`config.mk`:
```
export PLATFORM = sky130hd
export DESIGN_NAME = pitTop
export DESIGN_NICKNAME = d
export VERILOG_FILES = /design/src/pitPkg.sv /design/src/pitDownCounter.sv /design/src/pitModeCtrl.sv /design/src/pitBusRegs.sv /design/src/pitTop.sv
export SDC_FILE = /design/constraint.sdc
export NUM_CORES = 1
export LEC_CHECK = 0
export BUFFER_PORTS_ARGS = -buffer_cell sky130_fd_sc_hd__buf_2
export CAP_MARGIN = 20
export CORE_MARGIN = 1
export CORE_UTILIZATION = 40
export CTS_CLUSTER_DIAMETER = 150
export DETAILED_ROUTE_END_ITERATION = 12
export SLEW_MARGIN = 20
export SYNTH_ARGS = -nofsm -noshare
export SYNTH_HDL_FRONTEND = slang
export SYNTH_SLANG_ARGS = --single-unit
```
`constraint.sdc`:
```
create_clock -name Trigger -period 2.5 [get_ports Trigger]
set_clock_uncertainty 0.2 [all_clocks]
set_input_delay 0.5 -clock Trigger [delete_from_list [all_inputs] [get_ports Trigger]]
set_output_delay 0.5 -clock Trigger [all_outputs]
set_load 0.01 [all_outputs]
```
`src/pitPkg.sv`:
```
`default_nettype none

package pitPkg;

	localparam int dataWidth = 8;
	localparam int countWidth = 16;
	localparam int digitCount = countWidth / 4;

	localparam logic addrData = 1'b0;
	localparam logic addrControl = 1'b1;

	localparam logic [countWidth-1:0] binaryWrap = 16'hFFFF;
	localparam logic [countWidth-1:0] bcdWrap = 16'h9999;

	// Field positions inside the control word.
	localparam int bcdBit = 0;
	localparam int modeLsb = 1;
	localparam int accessLsb = 4;

	typedef enum logic [2:0]
	{
		modeTerminal = 3'd0,
		modeRate = 3'd2,
		modeSquare = 3'd3
	} pitMode_e;

	typedef enum logic [1:0]
	{
		accLatch = 2'b00,
		accLsb = 2'b01,
		accMsb = 2'b10,
		accWord = 2'b11
	} accessMode_e;

	typedef enum logic
	{
		selLow = 1'b0,
		selHigh = 1'b1
	} byteSel_e;

	// One step down, wrapping to the top of the number range.
	function automatic logic [countWidth-1:0] decrementCount(
		input logic [countWidth-1:0] value,
		input logic bcd
	);
		logic [countWidth-1:0] result;
		logic borrow;
		result = value;
		borrow = 1'b1;
		if (value == '0)
			return bcd ? bcdWrap : binaryWrap;
		if (!bcd)
			return value - 1'b1;
		for (int i = 0; i < digitCount; i++)
		begin
			if (borrow)
			begin
				if (result[4*i +: 4] == 4'd0)
					result[4*i +: 4] = 4'd9; // The borrow moves on to the next digit.
				else
				begin
					result[4*i +: 4] = result[4*i +: 4] - 4'd1;
					borrow = 1'b0;
				end
			end
		end
		return result;
	endfunction

	// Floor of value / 2. A BCD digit that is odd hands 5 down to the digit below it.
	function automatic logic [countWidth-1:0] halfCount(
		input logic [countWidth-1:0] value,
		input logic bcd
	);
		logic [countWidth-1:0] result;
		logic [3:0] digit;
		logic odd;
		result = '0;
		odd = 1'b0;
		if (!bcd)
			return value >> 1;
		for (int i = digitCount - 1; i >= 0; i--)
		begin
			digit = value[4*i +: 4];
			result[4*i +: 4] = (digit >> 1) + (odd ? 4'd5 : 4'd0);
			odd = digit[0];
		end
		return result;
	endfunction

endpackage

`default_nettype wire

```
`src/pitDownCounter.sv`:
```
`default_nettype none
`timescale 1ns/1ps

module pitDownCounter
(
	input logic Trigger,
	input logic rstN,
	input logic load,
	input logic [pitPkg::countWidth-1:0] startValue,
	input logic countEnable,
	input logic bcd,
	output logic [pitPkg::countWidth-1:0] count
);

	always_ff @(posedge Trigger or negedge rstN)
	begin
		if (!rstN)
			count <= '0;
		else if (load)
			count <= startValue; // A load wins over a decrement in the same cycle.
		else if (countEnable)
			count <= pitPkg::decrementCount(count, bcd);
	end

	// While running in BCD, the loaded value and every decrement keep all digits decimal.
	bcdDigitsValid: assert property (@(posedge Trigger) disable iff (!rstN)
		(bcd && countEnable) |->
		(count[3:0] <= 4'd9) && (count[7:4] <= 4'd9) &&
		(count[11:8] <= 4'd9) && (count[15:12] <= 4'd9));

endmodule

`default_nettype wire

```
`src/pitModeCtrl.sv`:
```
`default_nettype none
`timescale 1ns/1ps

module pitModeCtrl
(
	input logic Trigger,
	input logic rstN,
	input logic cfgWrite,
	input pitPkg::pitMode_e mode,
	input logic bcd,
	input logic loadStrobe,
	input logic [pitPkg::countWidth-1:0] loadValue,
	input logic gate,
	input logic [pitPkg::countWidth-1:0] count,
	output logic load,
	output logic [pitPkg::countWidth-1:0] startValue,
	output logic countEnable,
	output logic out
);

	typedef enum logic [1:0]
	{
		idle,
		armed,
		counting
	} ctrlState_e;

	ctrlState_e state;
	logic [pitPkg::countWidth-1:0] nValue;
	logic [pitPkg::countWidth-1:0] halfValue;
	logic gateQ;
	logic gateRise;
	logic countIsOne;
	logic periodic;
	logic reload;

	assign gateRise = gate && !gateQ;
	assign countIsOne = (count == pitPkg::countWidth'(1));
	assign periodic = (mode == pitPkg::modeRate) || (mode == pitPkg::modeSquare);

	// Modes 2 and 3 restart the period at count 1 and on a rising gate.
	assign reload = (state == counting) && periodic && (gateRise || (gate && countIsOne));

	assign load = (state == armed) || reload;
	assign startValue = nValue;
	assign countEnable = (state == counting) && gate;

	always_ff @(posedge Trigger or negedge rstN)
	begin
		if (!rstN)
		begin
			state <= idle;
			gateQ <= 1'b0;
		end
		else
		begin
			gateQ <= gate;
			if (cfgWrite)
				state <= idle; // A new control word stops the counter until a count arrives.
			else if (loadStrobe)
				state <= armed;
			else if (state == armed)
				state <= counting;
		end
	end

	always_ff @(posedge Trigger)
	begin
		if (loadStrobe)
		begin
			nValue <= loadValue;
			halfValue <= pitPkg::halfCount(loadValue, bcd);
		end
	end

	always_ff @(posedge Trigger or negedge rstN)
	begin
		if (!rstN)
			out <= 1'b0;
		else if (cfgWrite || loadStrobe)
			out <= (mode != pitPkg::modeTerminal); // Mode 0 drops out on a write.
		else if (state == counting)
		begin
			case (mode)
				pitPkg::modeRate: out <= !(gate && countIsOne);
				pitPkg::modeSquare: out <= !gate || (count > halfValue);
				default:
				begin
					if (count == '0)
						out <= 1'b1; // Terminal count holds out high until the next write.
				end
			endcase
		end
	end

	idleIsQuiet: assert property (@(posedge Trigger) disable iff (!rstN)
		(state == idle) |-> !(load && countEnable));

endmodule

`default_nettype wire

```
`src/pitBusRegs.sv`:
```
`default_nettype none
`timescale 1ns/1ps

module pitBusRegs
(
	input logic Trigger,
	input logic rstN,
	input logic wbCyc,
	input logic wbStb,
	input logic wbWe,
	input logic wbAdr,
	input logic [pitPkg::dataWidth-1:0] wbDatIn,
	input logic [pitPkg::countWidth-1:0] count,
	output logic wbAck,
	output logic [pitPkg::dataWidth-1:0] wbDatOut,
	output logic cfgWrite,
	output pitPkg::pitMode_e mode,
	output logic bcd,
	output logic loadStrobe,
	output logic [pitPkg::countWidth-1:0] loadValue
);

	pitPkg::accessMode_e accessMode;
	pitPkg::byteSel_e writePhase;
	pitPkg::byteSel_e readPhase;
	logic latchHeld;
	logic [pitPkg::countWidth-1:0] latchValue;
	logic [pitPkg::countWidth-1:0] readSource;
	logic [pitPkg::dataWidth-1:0] readByte;
	logic request;
	logic controlWrite;
	logic latchCmd;
	logic dataWrite;
	logic dataRead;
	logic lastReadByte;

	assign request = wbCyc && wbStb && !wbAck; // Each access is taken once, then acked.
	assign controlWrite = request && wbWe && (wbAdr == pitPkg::addrControl);
	assign latchCmd = controlWrite && (wbDatIn[pitPkg::accessLsb +: 2] == pitPkg::accLatch);
	assign dataWrite = request && wbWe && (wbAdr == pitPkg::addrData);
	assign dataRead = request && !wbWe && (wbAdr == pitPkg::addrData);

	assign readSource = latchHeld ? latchValue : count;
	assign lastReadByte = (accessMode != pitPkg::accWord) || (readPhase == pitPkg::selHigh);

	always_comb
	begin
		if (wbAdr == pitPkg::addrControl)
			readByte = {{(pitPkg::dataWidth-6){1'b0}}, accessMode, mode, bcd};
		else if (accessMode == pitPkg::accMsb ||
			(accessMode == pitPkg::accWord && readPhase == pitPkg::selHigh))
			readByte = readSource[pitPkg::countWidth-1 -: pitPkg::dataWidth];
		else
			readByte = readSource[pitPkg::dataWidth-1:0];
	end

	always_ff @(posedge Trigger or negedge rstN)
	begin
		if (!rstN)
		begin
			wbAck <= 1'b0;
			wbDatOut <= '0;
			cfgWrite <= 1'b0;
			loadStrobe <= 1'b0;
			mode <= pitPkg::modeTerminal;
			bcd <= 1'b0;
			accessMode <= pitPkg::accLatch;
			writePhase <= pitPkg::selLow;
			readPhase <= pitPkg::selLow;
			latchHeld <= 1'b0;
		end
		else
		begin
			wbAck <= request;
			cfgWrite <= 1'b0;
			loadStrobe <= 1'b0;
			if (controlWrite)
			begin
				writePhase <= pitPkg::selLow;
				readPhase <= pitPkg::selLow;
				if (latchCmd)
					latchHeld <= 1'b1; // A second latch command keeps the first value.
				else
				begin
					cfgWrite <= 1'b1;
					bcd <= wbDatIn[pitPkg::bcdBit];
					accessMode <= pitPkg::accessMode_e'(wbDatIn[pitPkg::accessLsb +: 2]);
					case (wbDatIn[pitPkg::modeLsb +: 3])
						3'd2: mode <= pitPkg::modeRate;
						3'd3: mode <= pitPkg::modeSquare;
						default: mode <= pitPkg::modeTerminal;
					endcase
				end
			end
			if (dataWrite)
			begin
				case (accessMode)
					pitPkg::accLsb, pitPkg::accMsb: loadStrobe <= 1'b1;
					pitPkg::accWord:
					begin
						loadStrobe <= (writePhase == pitPkg::selHigh);
						writePhase <= (writePhase == pitPkg::selLow) ? pitPkg::selHigh
							: pitPkg::selLow;
					end
					default: ; // No count is taken before an access mode is set.
				endcase
			end
			if (request && !wbWe)
				wbDatOut <= readByte;
			if (dataRead)
			begin
				if (lastReadByte)
					latchHeld <= 1'b0;
				if (accessMode == pitPkg::accWord)
					readPhase <= (readPhase == pitPkg::selLow) ? pitPkg::selHigh
						: pitPkg::selLow;
			end
		end
	end

	always_ff @(posedge Trigger)
	begin
		if (latchCmd && !latchHeld)
			latchValue <= count;
		if (dataWrite)
		begin
			case (accessMode)
				pitPkg::accLsb: loadValue <= {{pitPkg::dataWidth{1'b0}}, wbDatIn};
				pitPkg::accMsb: loadValue <= {wbDatIn, {pitPkg::dataWidth{1'b0}}};
				pitPkg::accWord:
				begin
					if (writePhase == pitPkg::selLow)
						loadValue[pitPkg::dataWidth-1:0] <= wbDatIn;
					else
						loadValue[pitPkg::countWidth-1 -: pitPkg::dataWidth] <= wbDatIn;
				end
				default: ;
			endcase
		end
	end

	// An ack only ever answers a strobe that was present on the previous edge.
	ackFollowsStb: assert property (@(posedge Trigger) disable iff (!rstN)
		!$past(wbStb) |-> !wbAck);

endmodule

`default_nettype wire

```
`src/pitTop.sv`:
```
`default_nettype none
`timescale 1ns/1ps

module pitTop
(
	input logic Trigger,
	input logic rstN,
	input logic wbCyc,
	input logic wbStb,
	input logic wbWe,
	input logic wbAdr,
	input logic [pitPkg::dataWidth-1:0] wbDatIn,
	output logic [pitPkg::dataWidth-1:0] wbDatOut,
	output logic wbAck,
	input logic gate,
	output logic out
);

	logic cfgWrite;
	pitPkg::pitMode_e mode;
	logic bcd;
	logic loadStrobe;
	logic [pitPkg::countWidth-1:0] loadValue;
	logic load;
	logic [pitPkg::countWidth-1:0] startValue;
	logic countEnable;
	logic [pitPkg::countWidth-1:0] count;

	pitBusRegs busRegs_i
	(
		.Trigger(Trigger),
		.rstN(rstN),
		.wbCyc(wbCyc),
		.wbStb(wbStb),
		.wbWe(wbWe),
		.wbAdr(wbAdr),
		.wbDatIn(wbDatIn),
		.count(count),
		.wbAck(wbAck),
		.wbDatOut(wbDatOut),
		.cfgWrite(cfgWrite),
		.mode(mode),
		.bcd(bcd),
		.loadStrobe(loadStrobe),
		.loadValue(loadValue)
	);

	pitModeCtrl modeCtrl_i
	(
		.Trigger(Trigger),
		.rstN(rstN),
		.cfgWrite(cfgWrite),
		.mode(mode),
		.bcd(bcd),
		.loadStrobe(loadStrobe),
		.loadValue(loadValue),
		.gate(gate),
		.count(count),
		.load(load),
		.startValue(startValue),
		.countEnable(countEnable),
		.out(out)
	);

	pitDownCounter downCounter_i
	(
		.Trigger(Trigger),
		.rstN(rstN),
		.load(load),
		.startValue(startValue),
		.countEnable(countEnable),
		.bcd(bcd),
		.count(count)
	);

endmodule

`default_nettype wire

```
[After elaboration in Yosys (flattened, before gate mapping)]
Cells that the tools add are included.
Word-level totals
  input bits: 15
  register bits after elaboration: 103
Operators by class
  mux-type cells: 74
  reduce and logical (&&, ||, !) cells: 51
  $lt $le $gt $ge: 1
  eq/ne operators: 13
  bitwise gates (word level): 2
  add/sub/neg operators: 8
Operators by type and width (count)
  2-to-1 mux 16 bit: 7
  one-hot mux 16 bit (3 select lines): 1
  2-to-1 mux 15 bit: 3
  2-to-1 mux 1 bit: 43
  2-to-1 mux 8 bit: 4
  2-to-1 mux 4 bit: 7
  == test 16 x 1 -> 1 bit, second input constant: 1
  > comparator 16 x 15 -> 1 bit: 1
  zero test 16 bit: 1
  zero test 4 bit: 4
  nonzero test 4 bit: 4
  subtractor 16 x 1 -> 16 bit, second input constant: 1
  subtractor 4 x 1 -> 4 bit, second input constant: 4
  logical AND 1 bit: 15
  adder 3 x 4 -> 4 bit: 3
  == test 3 x 2 -> 1 bit, second input constant: 4
  AND reduction 2 bit: 5
  2-to-1 mux 3 bit: 3
  nonzero test 3 bit: 3
  logical OR 1 bit: 7
  == test 2 bit, second input constant: 3
  zero test 1 bit: 6
  2-to-1 mux 2 bit: 3
  AND reduction 3 bit: 2
  9 further kinds: 14

[Logic depth before layout (Yosys ltp)]
  word-level depth: 28
  gate-level depth with buffers: 9
  mapped depth without buffers: 8

[Cells and area by module]
A second synthesis with hierarchy kept.
Second synthesis, totals
  cells, all modules: 471
  area, all modules: 5462.7 µm²
Modules (own cells, without submodules)
  pitBusRegs: cells each 154, seq. area each 1436.4 µm², times used 1, area each 2279.7 µm²
  pitModeCtrl: cells each 153, seq. area each 940.9 µm², times used 1, area each 1828.0 µm²
  pitDownCounter: cells each 164, seq. area each 400.4 µm², times used 1, area each 1355.0 µm²

[Worst setup path after synthesis]
Ideal clock, no wire load.
  path type: input -> register
  from: input port wbCyc
  to: register busRegs_i.latchValue[0] (netlist name) (enable)
  data arrival time: 1903 ps
  setup slack: 9 ps
  required time: 1912 ps
  path buffers: 0
  stages: 6
  cells stage by stage: nand2_1 -> or2_2 -> inv_1 -> and3_1 -> nand2_1 -> nor2_1
On the way
  cells in the longest elaborated chain, start to end: 6
RTL lines
  from (decl): RTL line pitTop.sv:8  | input logic wbCyc,
  logical AND 1 bit (2 in a row): RTL line pitBusRegs.sv:37  | assign request = wbCyc && wbStb && !wbAck;
  via busRegs_i.request: RTL line pitBusRegs.sv:30  | logic request;
  logical AND 1 bit (2 in a row): RTL line pitBusRegs.sv:38  | assign controlWrite = request && wbWe && (wbAdr == pitPkg::addrControl);
  logical AND 1 bit: RTL line pitBusRegs.sv:39  | assign latchCmd = controlWrite && (wbDatIn[pitPkg::accessLsb +: 2] == pitPkg::accLatch);
  logical AND 1 bit: RTL line pitBusRegs.sv:123  | if (latchCmd && !latchHeld)
  to (signal assigned): RTL line pitBusRegs.sv:124  | latchValue <= count;
  to (decl): RTL line pitBusRegs.sv:27  | logic [pitPkg::countWidth-1:0] latchValue;
The timed path passes the listed nets, and every way through them passes these cells.
A chain may end at the register's enable or synchronous reset.

[Final worst setup path]
  from: register downCounter_i.count[11] (netlist name)
  to: register modeCtrl_i.out
On the way
  cells in the longest elaborated chain, start to end: 6
  elaborated cells on any way between the ends: 11
  classes of those cells: order compare (1); eq/ne (1); mux (3); reduce/logical (6)
RTL lines
  from (decl): RTL line pitDownCounter.sv:12  | output logic [pitPkg::countWidth-1:0] count
  from (signal assigned): RTL line pitDownCounter.sv:20  | count <= startValue;
  from (signal assigned): RTL line pitDownCounter.sv:22  | count <= pitPkg::decrementCount(count, bcd);
  parallel branches: the longest is 6 deep, another holds > comparator 16 x 15 -> 1 bit
  to (signal assigned): RTL line pitModeCtrl.sv:81  | out <= (mode != pitPkg::modeTerminal);
  to (signal assigned): RTL line pitModeCtrl.sv:85  | pitPkg::modeRate: out <= !(gate && countIsOne);
  to (signal assigned): RTL line pitModeCtrl.sv:86  | pitPkg::modeSquare: out <= !gate || (count > halfValue);
  to (decl): RTL line pitModeCtrl.sv:18  | output logic out
Several ways; the timed one is not identified. The select of a mux whose other input is x is not followed.

==> out/results.tsv <==
stage	metric	value	unit
run_status	run_status	finished clean	
critical_path	worstSetupStartpointType	flop	
finish	share_of_layout_cells_above_drive_strength_1	0.191	
finish	final_net_count	558	
floorplan	start_util	0.416	
placed_design	postPlaceCellArea	5760	sq um
routing	detail_route.first_pass.iterations	5	
cts	ctsLongestPathBuffers	2	
global_route	globalRouteTotalUtil	0.182	
power	post-layout-total-power	6.05	mW
logic_synthesis	synthDominantAreaCellType	sky130_fd_sc_hd__edfxtp_1	
logic_synthesis	netlist_instances	468	
sta	fin_tns_setup	0	ps
placed_design	buffer_ports.inserted	24	
critical_path	path_max_fanout	8	
placed_design	preCtsSetupSlack	199	ps
critical_path	setup.worst_path.end_class	flop	
logic_synthesis	mapped_area	5320	sq um
cts	cts_num_sinks	99	
finish	final_core_util	0.477	
sta	grt_setup_unrepaired	false	
global_route	global_route_wire_length_before_repair	19.3	mm
logic_synthesis	ys_seq_elements	99	
power	irDropWorstVdd	0.428	mV
routing	vias_per_cell	5.49	
finish	multi_input_area	2270	sq um
min_path	hold_path_class	in -> reg	
sta	finalMaxSlewViolations	0	
cts	tritoncts	yes	
global_route	largest_net_degree_at_the_start_of_global_routing	33	
global_route	grt_overflow_total	0	
job	maxCapViolations	0	
sta	report.final.setup_viol	0	
floorplan	die_h	117	um
cts	cts.repair_timing.setup_buffer_count	0	
global_route	vias_in_the_first_global_route	3576	
logic_synthesis	syn_area_per_cell	11.4	sq um
cts	number_of_hold_buffers_added_after_cts	1	
routing	drtIter0Drc	205	
logic_synthesis	post-synth-top-area-fraction	0.339	
floorplan	dieWidth	117	um
floorplan	boundaryPins	25	
routing	wl_per_cell	17.5	um
sta	period_needed	2340	ps
global_route	grt_antenna_before_repair	0	
cts	cts.repair.resized	0	
critical_path	timing.critical_path.required	2520	ps
routing	remaining_drc_errors	0	
logic_synthesis	yosysWarnings	0	
floorplan	number_of_placement_rows	41	
cts	clkLatencyLatePin	340	ps
sta	finalHoldWorstSlack	153	ps
logic_synthesis	ys_dominant_reg_cell	sky130_fd_sc_hd__edfxtp_1	
placed_design	placed_cells	673	
finish	syn2layout_area_growth	14.6	%
logic_synthesis	synth.distinct_cells	65	
cts	htreeDepth	3	
routing	finalWirelength	12.1	mm
logic_synthesis	synth_sequential_area_ratio	0.522	
routing	ant_nets	0	
sta	final_ws_setup	162	ps
cts	cts_inserted_buffers	9	
critical_path	critical_path_class	reg -> reg	
critical_path	worstPathArrival	2360	ps
power	power_density	992	nW/um^2
placed_design	dp_hpwl	9.11	mm
finish	diodes	0	
power	leakagePower	2.47	nW
cts	buffer_type_at_the_clock_tree_root	sky130_fd_sc_hd__clkbuf_16	
sta	max_transition_margin	0.555	
finish	final.fill_count	1162	
cts	cts.clk_slew.worst_paths	70	ps
logic_synthesis	synth-edff-count	60	
routing	routed-via-count	3786	
logic_synthesis	share_of_synthesized_flip_flops_with_an_asynchronous_set_or_reset	0.394	
sta	period_share	0.935	
placed_design	gpl.final_weighted_congestion	0.915	
finish	final_area	6100	sq um
logic_synthesis	synth_fp_nets	513	
logic_synthesis	synth_top_cells_by_area	sky130_fd_sc_hd__edfxtp_1 34%, sky130_fd_sc_hd__dfrtp_1 18%, sky130_fd_sc_hd__ha_1 7.1%, sky130_fd_sc_hd__nand2_1 3.5%, sky130_fd_sc_hd__a21oi_1 3.4%	
floorplan	die_area	13800	sq um
finish	final-seq-area	2780	sq um
sta	timing.final.hold_violations	0	
floorplan	core_area	12800	sq um
sta	max_slew.worst_pin.slew	668	ps
sta	achievable-frequency	428	MHz
finish	post_layout_nonfiller_instances	690	
-- registers in the layout, summed over array words and instances, names as in the netlist --
| register | count |
|---|---|
| busRegs_i.accessMode | 2 |
| busRegs_i.bcd | 1 |
| busRegs_i.cfgWrite | 1 |
| busRegs_i.latchHeld | 1 |
| busRegs_i.latchValue | 16 |
| busRegs_i.loadStrobe | 1 |
| busRegs_i.loadValue | 16 |
| busRegs_i.mode | 2 |
| busRegs_i.readPhase | 1 |
| busRegs_i.wbAck | 1 |
| busRegs_i.wbDatOut | 8 |
| busRegs_i.writePhase | 1 |
| downCounter_i.count | 16 |
| modeCtrl_i.gateQ | 1 |
| modeCtrl_i.halfValue | 14 |
| modeCtrl_i.out | 1 |
| modeCtrl_i.startValue | 14 |
| modeCtrl_i.state | 2 |
-- cell families (layout without fill, tap and decap cells) --
group           after synthesis  after routing  synth area share
buf+inv                      49             99            0.0518
xor+xnor                      4              4           0.00659
flops                        99             99             0.522
mux                          20             20            0.0588
simple gates                143            143             0.148
compound gates              123            123             0.142
fa+ha+maj                    30             30            0.0706
-- cell usage in the layout (no fill, tap or decap), types with 4 or more instances in the layout --
cell type	Yosys	layout
sky130_fd_sc_hd__clkbuf_16	0	9
sky130_fd_sc_hd__nor2_1	23	23
sky130_fd_sc_hd__and2_1	17	17
sky130_fd_sc_hd__o21ai_0	32	32
sky130_fd_sc_hd__o21ai_1	6	6
sky130_fd_sc_hd__xnor2_1	4	4
sky130_fd_sc_hd__inv_1	27	27
sky130_fd_sc_hd__nor3_1	6	6
sky130_fd_sc_hd__buf_12	0	4
sky130_fd_sc_hd__o31ai_1	5	5
sky130_fd_sc_hd__nand3_1	8	8
sky130_fd_sc_hd__edfxtp_1	60	60
sky130_fd_sc_hd__nor2b_1	7	7
sky130_fd_sc_hd__dfrtp_1	39	39
sky130_fd_sc_hd__buf_4	5	27
sky130_fd_sc_hd__nand2_1	50	50
sky130_fd_sc_hd__a31oi_1	7	7
sky130_fd_sc_hd__ha_1	30	30
sky130_fd_sc_hd__mux4_2	7	7
sky130_fd_sc_hd__mux2i_1	5	5
sky130_fd_sc_hd__a21oi_1	36	36
sky130_fd_sc_hd__mux2_2	7	7
sky130_fd_sc_hd__buf_2	2	24
sky130_fd_sc_hd__a21o_1	6	6
-- synthesized netlist by cell type, types with 4 or more instances --
| library cell | count |
|---|---|
| sky130_fd_sc_hd__nor3_1 | 6 |
| sky130_fd_sc_hd__nor2_1 | 23 |
| sky130_fd_sc_hd__a21oi_1 | 36 |
| sky130_fd_sc_hd__nand3_1 | 8 |
| sky130_fd_sc_hd__mux4_2 | 7 |
| sky130_fd_sc_hd__buf_4 | 5 |
| sky130_fd_sc_hd__o21ai_1 | 6 |
| sky130_fd_sc_hd__clkbuf_8 | 4 |
| sky130_fd_sc_hd__edfxtp_1 | 60 |
| sky130_fd_sc_hd__a31oi_1 | 7 |
| sky130_fd_sc_hd__and2_1 | 17 |
| sky130_fd_sc_hd__o21ai_0 | 32 |
| sky130_fd_sc_hd__a21o_1 | 6 |
| sky130_fd_sc_hd__dfrtp_1 | 39 |
| sky130_fd_sc_hd__o31ai_1 | 5 |
| sky130_fd_sc_hd__xnor2_1 | 4 |
| sky130_fd_sc_hd__nor2b_1 | 7 |
| sky130_fd_sc_hd__inv_1 | 27 |
| sky130_fd_sc_hd__ha_1 | 30 |
| sky130_fd_sc_hd__nand2_1 | 50 |
| sky130_fd_sc_hd__buf_6 | 4 |
| sky130_fd_sc_hd__mux2i_1 | 5 |
| sky130_fd_sc_hd__clkbuf_1 | 6 |
| sky130_fd_sc_hd__mux2_2 | 7 |
-- worst max-delay path, stage by stage (launching register included) --
cell,delay (ps)
sky130_fd_sc_hd__dfrtp_1,500
sky130_fd_sc_hd__ha_1,360
sky130_fd_sc_hd__nand4_1,120
sky130_fd_sc_hd__or4_1,520
sky130_fd_sc_hd__or2_2,290
sky130_fd_sc_hd__a21oi_1,150
sky130_fd_sc_hd__o21ai_0,90
-- area by class of cell --
type | instances | share of cell area
flip-flops and latches | 99 | 0.456
multi-input cells | 320 | 0.372
repair buffers | 56 | 0.0677
clock buffers | 10 | 0.0376
well taps | 172 | 0.0353
inverters | 27 | 0.0166
clock inverters | 6 | 0.0154
-- routing by layer --
| layer | global-route usage | part of all wire | vias to the layer above |
|---|---|---|---|
| met3 | 0.0340 | 0.045 | 13 |
| met5 | 0 | 0 | - |
| li1 | - | - | 1814 |
| met2 | 0.284 | 0.47 | 120 |
| met1 | 0.251 | 0.47 | 1839 |
| met4 | 0.0666 | 0.021 | 0 |
-- path summary, 6_finish.rpt --
kind	from	end	slack, ps	depth (start not counted)
max	downCounter_i.count[11]$_DFFE_PN0P_	modeCtrl_i.out$_DFFE_PN0P_	160	6
min	gate	modeCtrl_i.gateQ$_DFF_PN0_	150	1
min reg2reg	busRegs_i.cfgWrite$_DFF_PN0_	modeCtrl_i.state[0]$_DFFE_PN0P_	220	1
min in group asynchronous	rstN	busRegs_i.wbDatOut[4]$_DFFE_PN0P_	460	2
max in group asynchronous	rstN	downCounter_i.count[3]$_DFFE_PN0P_	1130	3
max reg2reg	downCounter_i.count[11]$_DFFE_PN0P_	modeCtrl_i.out$_DFFE_PN0P_	160	6
-- where the power goes --
part	leakage [nW]	internal [mW]	total, mW	switching [mW]
clock	0.159	0.890	1.51	0.621
sequential	1.03	2.03	2.38	0.352
combinational	1.28	1.00	2.16	1.15
total	2.47	3.92	6.05	2.13
(Power assumes the default switching activity.)
